File: config.mk
export PLATFORM = sky130hd
export DESIGN_NAME = scurveTestTop
export DESIGN_NICKNAME = d
export VERILOG_FILES = /design/src/logic/scurvePkg.sv /design/src/logic/scanParamIf.sv /design/src/logic/scanConfig.sv /design/src/logic/testClockGen.sv /design/src/logic/pointCounter.sv /design/src/logic/scurveFifo.sv /design/src/logic/scanSequencer.sv /design/src/logic/scurveTestTop.sv
export SDC_FILE = /design/constraint.sdc
export NUM_CORES = 1
export LEC_CHECK = 0
export BUFFER_PORTS_ARGS = -buffer_cell sky130_fd_sc_hd__buf_2
export CAP_MARGIN = 20
export CORE_MARGIN = 8
export CORE_UTILIZATION = 60
export DETAILED_ROUTE_END_ITERATION = 10
export PLACE_DENSITY = 0.89
export SLEW_MARGIN = 10
export SYNTH_ARGS = -nofsm -noshare
export SYNTH_HDL_FRONTEND = slang
export SYNTH_SLANG_ARGS = --single-unit
File: constraint.sdc
create_clock -name Clk_5M -period 6.7 [get_ports Clk_5M]
set_clock_uncertainty 0.15 [all_clocks]
set_input_delay 0.335 -clock Clk_5M [delete_from_list [all_inputs] [get_ports Clk_5M]]
set_output_delay 0.335 -clock Clk_5M [all_outputs]
set_load 0.005 [all_outputs]
File: src/logic/scurvePkg.sv
`default_nettype none

package scurvePkg;

  //////////////////////////////////////////////////
  // Tick periods in Clk_5M cycles
  //////////////////////////////////////////////////

  // Count efficiency window tick, 1 kHz
  localparam int unsigned SLOW_TICK_CYCLES = 5000;
  // Inner stimulus for self-pedestal scans
  localparam int unsigned INNER_TICK_CYCLES = 46;

  localparam int unsigned SLOW_CNT_W = $clog2(SLOW_TICK_CYCLES);
  localparam int unsigned INNER_CNT_W = $clog2(INNER_TICK_CYCLES);

  //////////////////////////////////////////////////
  // ASIC and data path sizes
  //////////////////////////////////////////////////

  localparam int unsigned NUM_CHANNELS = 64;
  localparam int unsigned CHAN_W = $clog2(NUM_CHANNELS);

  // Local result FIFO
  localparam int unsigned FIFO_DEPTH = 16;
  localparam int unsigned FIFO_PTR_W = $clog2(FIFO_DEPTH);
  localparam int unsigned FIFO_CNT_W = $clog2(FIFO_DEPTH + 1);

  // Label word then count word
  localparam int unsigned WORDS_PER_POINT = 2;

  // Scan sequencer states
  typedef enum logic [2:0] {
    IDLE,
    LOAD,
    WAIT_CFG,
    MEASURE,
    NEXT,
    DRAIN,
    DONE
  } scanState_t;

endpackage

`default_nettype wire

File: src/logic/scanParamIf.sv
`timescale 1ns/10ps
`default_nettype none

// Scan parameters frozen at the start of a run
interface scanParamIf;

  logic        mode;              // 1 trigger efficiency, 0 count efficiency
  logic        innerClockEnable;
  logic        singleOr64Chn;     // 1 single channel
  logic [5:0]  singleTestChannel;
  logic        ctestOrInput;
  logic        unmaskAllChannel;
  logic [9:0]  startDac;
  logic [9:0]  endDac;
  logic [9:0]  dacStep;
  logic [15:0] cptMax;            // Tick limit for the chosen mode
  logic [3:0]  triggerDelay;
  logic        run;               // One cycle, parameters valid from here

  modport cfg (
    output mode, innerClockEnable, singleOr64Chn, singleTestChannel, ctestOrInput,
    output unmaskAllChannel, startDac, endDac, dacStep, cptMax, triggerDelay, run
  );

  modport seq (
    input singleOr64Chn, singleTestChannel, ctestOrInput, unmaskAllChannel,
    input startDac, endDac, dacStep, run
  );

  modport meas (
    input mode, cptMax, triggerDelay
  );

endinterface

`default_nettype wire

File: src/logic/scanConfig.sv
`timescale 1ns/10ps
`default_nettype none

module scanConfig (
  input  wire        Clk_5M,
  input  wire        reset_n,
  input  wire        testStart,
  input  wire        triggerEfficiencyOrCountEfficiency,
  input  wire        innerClockEnable,
  input  wire        singleOr64Chn,
  input  wire [5:0]  singleTestChannel,
  input  wire        ctestOrInput,
  input  wire        unmaskAllChannel,
  input  wire [9:0]  startDac,
  input  wire [9:0]  endDac,
  input  wire [9:0]  dacStep,
  input  wire [15:0] cptMaxIn,
  input  wire [15:0] counterMaxIn,
  input  wire [3:0]  triggerDelay,
  scanParamIf.cfg    params
);

  // Start level history, bit 0 newest
  logic [1:0] startHist;
  logic       startEdge;

  assign startEdge = startHist[0] & ~startHist[1];

  // Run pulse and mode bits
  always_ff @(posedge Clk_5M or negedge reset_n) begin
    if (!reset_n) begin
      startHist               <= 2'b00;
      params.run              <= 1'b0;
      params.mode             <= 1'b0;
      params.innerClockEnable <= 1'b0;
    end else begin
      startHist  <= {startHist[0], testStart};
      params.run <= startEdge;
      if (startEdge) begin
        params.mode             <= triggerEfficiencyOrCountEfficiency;
        params.innerClockEnable <= innerClockEnable;
      end
    end
  end

  // Remaining scan fields, frozen for the whole run
  always_ff @(posedge Clk_5M) begin
    if (startEdge) begin
      params.singleOr64Chn     <= singleOr64Chn;
      params.singleTestChannel <= singleTestChannel;
      params.ctestOrInput      <= ctestOrInput;
      params.unmaskAllChannel  <= unmaskAllChannel;
      params.startDac          <= startDac;
      params.endDac            <= endDac;
      params.dacStep           <= dacStep;
      params.triggerDelay      <= triggerDelay;
      // Stimulus ticks or window ticks
      params.cptMax <= triggerEfficiencyOrCountEfficiency ? cptMaxIn : counterMaxIn;
    end
  end

endmodule

`default_nettype wire

File: src/logic/testClockGen.sv
`timescale 1ns/10ps
`default_nettype none

module testClockGen
  import scurvePkg::*;
(
  input  wire Clk_5M,
  input  wire reset_n,
  input  wire mode,
  input  wire innerClockEnable,
  input  wire restart,
  input  wire clkExt,
  output wire tick
);

  logic [SLOW_CNT_W-1:0]  slowCnt;
  logic [INNER_CNT_W-1:0] innerCnt;
  logic [1:0]             extSync;
  logic                   extPrev;
  logic                   slowTick;
  logic                   innerTick;
  logic                   extTick;

  //////////////////////////////////////////////////
  // Dividers, both cleared at point start
  //////////////////////////////////////////////////

  assign slowTick  = (slowCnt == SLOW_CNT_W'(SLOW_TICK_CYCLES - 1));
  assign innerTick = (innerCnt == INNER_CNT_W'(INNER_TICK_CYCLES - 1));

  always_ff @(posedge Clk_5M or negedge reset_n) begin
    if (!reset_n) begin
      slowCnt  <= '0;
      innerCnt <= '0;
    end else if (restart) begin
      slowCnt  <= '0;
      innerCnt <= '0;
    end else begin
      slowCnt  <= slowTick ? '0 : slowCnt + 1'b1;
      innerCnt <= innerTick ? '0 : innerCnt + 1'b1;
    end
  end

  //////////////////////////////////////////////////
  // External stimulus clock
  //////////////////////////////////////////////////

  always_ff @(posedge Clk_5M or negedge reset_n) begin
    if (!reset_n) begin
      extSync <= 2'b00;
      extPrev <= 1'b0;
    end else begin
      extSync <= {extSync[0], clkExt};
      extPrev <= extSync[1];
    end
  end

  // Rising edge of the synchronized pin
  assign extTick = extSync[1] & ~extPrev;

  // Trigger mode picks its stimulus, count mode uses the window tick
  assign tick = mode ? (innerClockEnable ? innerTick : extTick) : slowTick;

endmodule

`default_nettype wire

File: src/logic/pointCounter.sv
`timescale 1ns/10ps
`default_nettype none

module pointCounter (
  input  wire         Clk_5M,
  input  wire         reset_n,
  scanParamIf.meas    params,
  input  wire         pointStart,
  input  wire         tick,
  input  wire         trigger0b,
  input  wire         trigger1b,
  input  wire         trigger2b,
  input  wire  [15:0] label,
  output logic        fifoWrEn,
  output logic [15:0] fifoDin,
  output logic        pointDone
);

  logic [2:0]  trigSync1;
  logic [2:0]  trigSync2;
  logic        trigHit;
  logic        trigHitPrev;
  logic        active;
  logic        pending;
  logic        writeCount;
  logic [3:0]  delayCnt;
  logic [15:0] tickCnt;
  logic [15:0] hitCnt;
  logic        finish;

  // Any trigger low is a hit
  assign trigHit = ~&trigSync2;
  // Window full and no sample outstanding
  assign finish = active && !pending && (tickCnt == params.cptMax);

  always_ff @(posedge Clk_5M or negedge reset_n) begin
    if (!reset_n) begin
      trigSync1   <= 3'b111;
      trigSync2   <= 3'b111;
      trigHitPrev <= 1'b0;
      active      <= 1'b0;
      pending     <= 1'b0;
      writeCount  <= 1'b0;
      delayCnt    <= '0;
      tickCnt     <= '0;
      hitCnt      <= '0;
      fifoWrEn    <= 1'b0;
      pointDone   <= 1'b0;
    end else begin
      trigSync1   <= {trigger2b, trigger1b, trigger0b};
      trigSync2   <= trigSync1;
      trigHitPrev <= trigHit;
      // Count word goes one cycle after the label
      writeCount  <= finish;
      fifoWrEn    <= finish | writeCount;
      pointDone   <= finish;
      if (pointStart) begin
        active  <= 1'b1;
        pending <= 1'b0;
        tickCnt <= '0;
        hitCnt  <= '0;
      end else if (finish) begin
        active <= 1'b0;
      end else if (active) begin
        if (tick) begin
          tickCnt <= tickCnt + 1'b1;
        end
        if (params.mode) begin
          // Trigger efficiency, delayed sample after each tick
          if (tick) begin
            pending  <= 1'b1;
            delayCnt <= params.triggerDelay;
          end else if (pending && delayCnt != 4'd0) begin
            delayCnt <= delayCnt - 1'b1;
          end else if (pending) begin
            pending <= 1'b0;
            if (trigHit && hitCnt != 16'hffff) begin
              hitCnt <= hitCnt + 1'b1;
            end
          end
        end else if (trigHit && !trigHitPrev && hitCnt != 16'hffff) begin
          // Count efficiency, saturating edge count
          hitCnt <= hitCnt + 1'b1;
        end
      end
    end
  end

  // Result word mux
  always_ff @(posedge Clk_5M) begin
    if (finish) begin
      fifoDin <= label;
    end else if (writeCount) begin
      fifoDin <= hitCnt;
    end
  end

endmodule

`default_nettype wire

File: src/logic/scurveFifo.sv
`timescale 1ns/10ps
`default_nettype none

module scurveFifo
  import scurvePkg::*;
(
  input  wire                   Clk_5M,
  input  wire                   reset_n,
  input  wire                   wrEn,
  input  wire  [15:0]           din,
  input  wire                   rdEn,
  output wire  [15:0]           dout,
  output wire                   empty,
  output wire  [FIFO_CNT_W-1:0] freeCount
);

  logic [15:0]           mem [FIFO_DEPTH];
  logic [FIFO_PTR_W-1:0] wrPtr;
  logic [FIFO_PTR_W-1:0] rdPtr;
  logic [FIFO_CNT_W-1:0] count;
  logic                  doWrite;
  logic                  doRead;

  // Writes into a full FIFO are dropped
  assign doWrite   = wrEn && (count != FIFO_CNT_W'(FIFO_DEPTH));
  assign doRead    = rdEn && !empty;
  assign empty     = (count == '0);
  assign freeCount = FIFO_CNT_W'(FIFO_DEPTH) - count;
  // Head word always visible
  assign dout      = mem[rdPtr];

  always_ff @(posedge Clk_5M) begin
    if (doWrite) begin
      mem[wrPtr] <= din;
    end
  end

  // Pointers and occupancy
  always_ff @(posedge Clk_5M or negedge reset_n) begin
    if (!reset_n) begin
      wrPtr <= '0;
      rdPtr <= '0;
      count <= '0;
    end else begin
      if (doWrite) begin
        wrPtr <= wrPtr + 1'b1;
      end
      if (doRead) begin
        rdPtr <= rdPtr + 1'b1;
      end
      count <= count + FIFO_CNT_W'(doWrite) - FIFO_CNT_W'(doRead);
    end
  end

endmodule

`default_nettype wire

File: src/logic/scanSequencer.sv
`timescale 1ns/10ps
`default_nettype none

module scanSequencer
  import scurvePkg::*;
(
  input  wire                     Clk_5M,
  input  wire                     reset_n,
  scanParamIf.seq                 params,
  input  wire                     configurationDone,
  input  wire                     pointDone,
  input  wire                     fifoEmpty,
  input  wire  [FIFO_CNT_W-1:0]   fifoFree,
  input  wire  [15:0]             fifoDout,
  input  wire                     externalFifoFull,
  input  wire                     dataTransmitDone,
  output logic                    pointStart,
  output wire  [15:0]             label,
  output wire                     fifoRdEn,
  output wire  [15:0]             dataout,
  output wire                     dataoutEnable,
  output wire  [NUM_CHANNELS-1:0] ctestChnOut,
  output wire  [9:0]              dac10bitOut,
  output wire  [NUM_CHANNELS-1:0] discriminatorMask,
  output logic                    loadStart,
  output wire                     forceExtRaz,
  output wire                     testDone
);

  scanState_t            state;
  logic [CHAN_W-1:0]     curChan;
  logic [9:0]            curDac;
  logic [10:0]           nextDac;
  logic                  dacMore;
  logic                  chanMore;
  logic                  inScan;
  logic [NUM_CHANNELS-1:0] chanOneHot;

  //////////////////////////////////////////////////
  // Step decisions
  //////////////////////////////////////////////////

  // One bit wider so a step past 1023 is caught
  assign nextDac  = {1'b0, curDac} + {1'b0, params.dacStep};
  assign dacMore  = (params.dacStep != 10'd0) && (nextDac <= {1'b0, params.endDac});
  assign chanMore = !params.singleOr64Chn && (curChan != CHAN_W'(NUM_CHANNELS - 1));

  //////////////////////////////////////////////////
  // ASIC configuration outputs
  //////////////////////////////////////////////////

  assign inScan     = (state != IDLE);
  assign chanOneHot = {{(NUM_CHANNELS - 1){1'b0}}, 1'b1} << curChan;
  assign dac10bitOut = curDac;
  assign ctestChnOut = (inScan && params.ctestOrInput) ? chanOneHot : '0;
  assign discriminatorMask = !inScan ? '0 :
                             params.unmaskAllChannel ? '1 : chanOneHot;
  // Hold the ASIC analog reset off only while measuring
  assign forceExtRaz = (state == MEASURE);
  assign testDone    = (state == DONE);
  assign label       = {curChan, curDac};

  // Drain to the external FIFO whenever it has room
  assign fifoRdEn      = !fifoEmpty && !externalFifoFull;
  assign dataoutEnable = fifoRdEn;
  assign dataout       = fifoDout;

  //////////////////////////////////////////////////
  // Scan FSM
  //////////////////////////////////////////////////

  always_ff @(posedge Clk_5M or negedge reset_n) begin
    if (!reset_n) begin
      state      <= IDLE;
      curChan    <= '0;
      curDac     <= '0;
      pointStart <= 1'b0;
      loadStart  <= 1'b0;
    end else begin
      pointStart <= 1'b0;
      loadStart  <= 1'b0;
      case (state)
        IDLE: begin
          if (params.run) begin
            curDac  <= params.startDac;
            curChan <= params.singleOr64Chn ? params.singleTestChannel : '0;
            // Empty DAC range gives no points
            state   <= (params.startDac > params.endDac) ? DRAIN : LOAD;
          end
        end
        LOAD: begin
          // Channel and DAC outputs settled for one cycle already
          loadStart <= 1'b1;
          state     <= WAIT_CFG;
        end
        WAIT_CFG: begin
          // Done level from the last load is stale during the pulse
          if (!loadStart && configurationDone &&
              fifoFree >= FIFO_CNT_W'(WORDS_PER_POINT)) begin
            pointStart <= 1'b1;
            state      <= MEASURE;
          end
        end
        MEASURE: begin
          if (pointDone) begin
            state <= NEXT;
          end
        end
        NEXT: begin
          if (dacMore) begin
            curDac <= nextDac[9:0];
            state  <= LOAD;
          end else if (chanMore) begin
            curChan <= curChan + 1'b1;
            curDac  <= params.startDac;
            state   <= LOAD;
          end else begin
            state <= DRAIN;
          end
        end
        DRAIN: begin
          if (fifoEmpty) begin
            state <= DONE;
          end
        end
        DONE: begin
          // Hold until the host has taken the data
          if (dataTransmitDone) begin
            state <= IDLE;
          end
        end
        default: state <= IDLE;
      endcase
    end
  end

endmodule

`default_nettype wire

File: src/logic/scurveTestTop.sv
`timescale 1ns/10ps
`default_nettype none

module scurveTestTop
  import scurvePkg::*;
(
  input  wire                    Clk_5M,
  input  wire                    reset_n,
  // Host scan control
  input  wire                    testStart,
  input  wire                    triggerEfficiencyOrCountEfficiency,
  input  wire                    innerClockEnable,
  input  wire                    singleOr64Chn,
  input  wire [5:0]              singleTestChannel,
  input  wire                    ctestOrInput,
  input  wire                    unmaskAllChannel,
  input  wire [9:0]              startDac,
  input  wire [9:0]              endDac,
  input  wire [9:0]              dacStep,
  input  wire [15:0]             cptMaxIn,
  input  wire [15:0]             counterMaxIn,
  input  wire [3:0]              triggerDelay,
  // ASIC pins
  input  wire                    clkExt,
  input  wire                    trigger0b,
  input  wire                    trigger1b,
  input  wire                    trigger2b,
  // Slow control
  input  wire                    configurationDone,
  output wire [NUM_CHANNELS-1:0] ctestChnOut,
  output wire [9:0]              dac10bitOut,
  output wire [NUM_CHANNELS-1:0] discriminatorMask,
  output wire                    loadStart,
  output wire                    forceExtRaz,
  // External data FIFO
  input  wire                    externalFifoFull,
  output wire [15:0]             dataout,
  output wire                    dataoutEnable,
  // Completion
  output wire                    testDone,
  input  wire                    dataTransmitDone
);

  scanParamIf params ();

  wire                  pointStart;
  wire                  pointDone;
  wire                  tick;
  wire [15:0]           label;
  wire                  fifoWrEn;
  wire [15:0]           fifoDin;
  wire                  fifoRdEn;
  wire [15:0]           fifoDout;
  wire                  fifoEmpty;
  wire [FIFO_CNT_W-1:0] fifoFree;

  scanConfig u_scanConfig (.*);

  // Mode bits come from the latched copy
  testClockGen u_testClockGen (
    .Clk_5M           (Clk_5M),
    .reset_n          (reset_n),
    .mode             (params.mode),
    .innerClockEnable (params.innerClockEnable),
    .restart          (pointStart),
    .clkExt           (clkExt),
    .tick             (tick)
  );

  pointCounter u_pointCounter (.*);

  scurveFifo u_scurveFifo (
    .Clk_5M    (Clk_5M),
    .reset_n   (reset_n),
    .wrEn      (fifoWrEn),
    .din       (fifoDin),
    .rdEn      (fifoRdEn),
    .dout      (fifoDout),
    .empty     (fifoEmpty),
    .freeCount (fifoFree)
  );

  scanSequencer u_scanSequencer (.*);

endmodule

`default_nettype wire

==> metrics <==
outcome=finished, final reports clean; Wirelength per Cell=23.5 um; First-pass DRT Iterations=6; DRC=0; Die Width=between 150 and 200 um; Final #Nets=~1900; Final HPWL DP=between 30 and 40 mm; Die Area=between 0.03 and 0.04 mm^2; Final Util=0.719; clock-pin slew on the worst setup and hold paths=around 0.07 ns; max_cap viols=0; Synth Cell Area=about 0.020 mm^2; unrepaired setup endpoints after global routing=false; Simple-Gate Fraction of Synth Area=0.110; setup TNS=0 ns; initial core utilization=0.606; Worst path top cell family by delay=compound AO/OA/AOI/OAI gates; global placer's final weighted congestion=~0.9; Setup CP Type=flip-flop to flip-flop; commonest non-fill, non-tap cell in the layout=edfxtp_1; CTS root buf=clkbuf_16; Via Count=about 14000; clock sink count=between 400 and 500; worst skew pair latency=around 0.55 ns; Cell Rows=67; initial drt markers=about 1200; grt ovf=0; WP buf/inv=1; CTS tree=built; Slew Viols, Final=0; EDFF count, synth=331; ys flop type=edfxtp_1; non-filler cells, final=~2300; Highest Clock Rate=~220 MHz; cts bufs inserted=43; largest family of logic cells by synthesized area=multiplexers; register bit count reported by yosys=between 400 and 500; Mean Syn Cell Area=roughly 14 um^2; drt total wl=~53 mm; worst hold start=externalFifoFull; worst-margin pin slew=1.20 ns; max_slew headroom=0.198; asr flop ratio synth=0.246; number of global-route vias before repair=14000; Routed Antenna Nets=0; Synthesized Nets=approximately 1600; CP Launch Type=flip-flop; pwr dens=roughly 260 mW/mm^2; area grow syn2layout=18.7%; Final min period=4.59 ns; antenna violations before repair=0; PortBufs=about 240; Die H=approximately 200 um; global-route wire length before repair=80.0 mm; final hold violations=0; FF-to-FF Start=u_scanSequencer.dac10bitOut[0]; ant diodes=0; Worst setup EP type=flip-flop; most frequent cells in the layout=edfxtp_1 (331), buf_2 (243), nor2_1 (218), dfrtp_1 (100), nand2_1 (91); Top Ports=245; register area share after synthesis=0.628; crit share post-route=0.685; placed instance count=~2100; largest net degree at the start of global routing=between 60 and 70; XOR/XNOR share of the synthesized area=0.0326; Synth Area in Compound Gates=0.0508; count of unique library cells instantiated by Yosys=between 60 and 70; htree depth=2; Post-Synth Adder-Cell Area=0.0380; mux cell area share after synthesis=0.114; worst hold endpoint=u_scurveFifo.rdPtr[0]; hold depth=3; worst flop-to-flop path endpoint=u_scanSequencer.dac10bitOut[2]; FF-to-FF path depth=15; layout cells sized above 1=0.255; core footprint=~0.033 mm^2; Yosys top cell by area=edfxtp_1; CP required=roughly 7 ns; setup violators final=0; largest stage delay on the critical path=between 0.7 and 0.8 ns; final hold slack=between 0.09 and 0.1 ns; postcts setup bufs=0; Max clock buf depth=3; Gate Count Post-Synth=roughly 1500; Critical Path AT=a little under 5 ns; worst hold path type=input port to flip-flop; Synth top area share=0.493; Worst VDD drop=around 0.19 mV; slowest CP cell=nor4_4; Total GRT Usage=0.264; worst path cell trace=ha_1 -> inv_1 -> fa_1 -> nor2b_1 -> o21a_1 -> o21a_1 -> nor2_1 -> xnor2_1 -> ha_1 -> and3_1 -> a2111o_1 -> o31ai_4 -> a211oi_2 -> nor4_4 -> mux2_2; Ys Warns=0; Leakage=0.00826 uW; Vias/cell=between 6 and 7; CP max FO=10; reg2reg setup slack=about 2.1 ns; largest cells by area after synthesis=edfxtp_1 (49%), dfrtp_1 (13%), mux4_2 (8.9%)
-- what timing repair did --
| action | in CTS | in global routing |
|---|---|---|
| hold endpoints to repair | 103 | 0 |
| hold buffers | 82 | 0 |
| endpoints found under the setup margin | 0 | 0 |
| resized for setup | 0 | 0 |
-- routing by layer --
layer	part of all wire	track usage	vias to the layer above	wire length, um
met2	0.53	0.474	657	28200
met1	0.37	0.325	6728	19800
li1	-	-	6044	-
met3	0.065	0.0369	114	3460
met4	0.027	0.0870	0	1450
met5	0	0	-	0
-- worst max path at each step --
stage	slack, ns	start	cells after the start	endpoint
2_1_floorplan	2.73	u_scanConfig.params.dacStep[1]	13	u_scanSequencer.dac10bitOut[0]
3_3_place_gp	2.22	u_scanSequencer.dac10bitOut[0]	15	u_scanSequencer.dac10bitOut[4]
3_5_place_dp	2.19	u_scanSequencer.dac10bitOut[0]	15	u_scanSequencer.dac10bitOut[2]
4_1_cts	2.14	u_scanConfig.params.dacStep[1]	13	u_scanSequencer.dac10bitOut[8]
5_1_grt	1.87	u_scanSequencer.dac10bitOut[0]	15	u_scanSequencer.dac10bitOut[5]
6_report	2.11	u_scanSequencer.dac10bitOut[0]	15	u_scanSequencer.dac10bitOut[2]
-- layout make-up --
cell class / instances / area [um^2]
Sequential cell: 439 / 12700
Fill cell: 2064 / 9370
Multi-Input combinational cell: 904 / 6980
Timing Repair Buffer: 338 / 2180
Clock buffer: 62 / 1230
Tap cell: 448 / 561
Inverter: 47 / 176
Clock inverter: 16 / 134
-- worst min-delay path, delay by kind of cell --
| kind | cells | cell delay [ns] |
|---|---|---|
| simple gates | 1 | 0.13 |
| xor+xnor | 1 | 0.16 |
| buf+inv | 1 | 0.12 |
-- synth_stat cells, types with 20 or more instances --
library cell  number
edfxtp_1         331
nor2_1           218
dfrtp_1          102
nand2_1           91
mux4_2            80
a21oi_1           69
clkbuf_1          58
ha_1              58
xnor2_1           55
inv_1             47
mux2_2            40
nand3_1           34
o21ai_0           30
a31oi_1           25
and3_1            23
and2_1            21
nor3_1            20
xor2_1            20
-- stage by stage --
step	area (um^2)	worst slack, ns	power, uW
CTS	23800	2.14	6190
global route	23900	1.87	6350
global placement	21700	2.22	3810
finish	23900	2.11	6180
detailed placement	21700	2.19	3850
floorplan	20200	2.73	3640
-- registers in the layout (all words and copies together) (netlist names), 2 cells and up --
register,flops
u_scurveFifo.mem,256
u_pointCounter.fifoDin,16
u_pointCounter.hitCnt,16
u_pointCounter.tickCnt,16
u_scanConfig.params.cptMax,16
u_testClockGen.slowCnt,13
u_scanConfig.params.dacStep,10
u_scanConfig.params.endDac,10
u_scanConfig.params.startDac,10
u_scanSequencer.dac10bitOut,10
u_scanConfig.params.singleTestChannel,6
u_scanSequencer.curChan,6
u_testClockGen.innerCnt,6
u_scurveFifo.count,5
u_pointCounter.delayCnt,4
u_scanConfig.params.triggerDelay,4
u_scurveFifo.rdPtr,4
u_scurveFifo.wrPtr,4
u_pointCounter.trigSync1,3
u_pointCounter.trigSync2,3
u_scanSequencer.state,3
u_scanConfig.startHist,2
u_testClockGen.extSync,2
-- kinds of logic (layout without fill, tap and decap cells) --
| logic type | Yosys count | after routing |
|---|---|---|
| AOI/OAI and AO/OA | 167 | 167 |
| xor gates and xnor gates | 75 | 75 |
| adders and majority gates | 60 | 60 |
| buffers and inverters | 131 | 463 |
| DFF | 439 | 439 |
| muxes | 125 | 125 |
| and+or+nand+nor | 477 | 477 |
-- report_power, final --
| part | internal (uW) | switching (uW) | leakage [uW] | total (uW) |
|---|---|---|---|---|
| Combinational | 375 | 300 | 0.00410 | 675 |
| Clock | 1320 | 1010 | 0.000663 | 2330 |
| Sequential | 2960 | 213 | 0.00350 | 3170 |
| Total | 4660 | 1520 | 0.00826 | 6180 |
(Power assumes the default switching activity.)
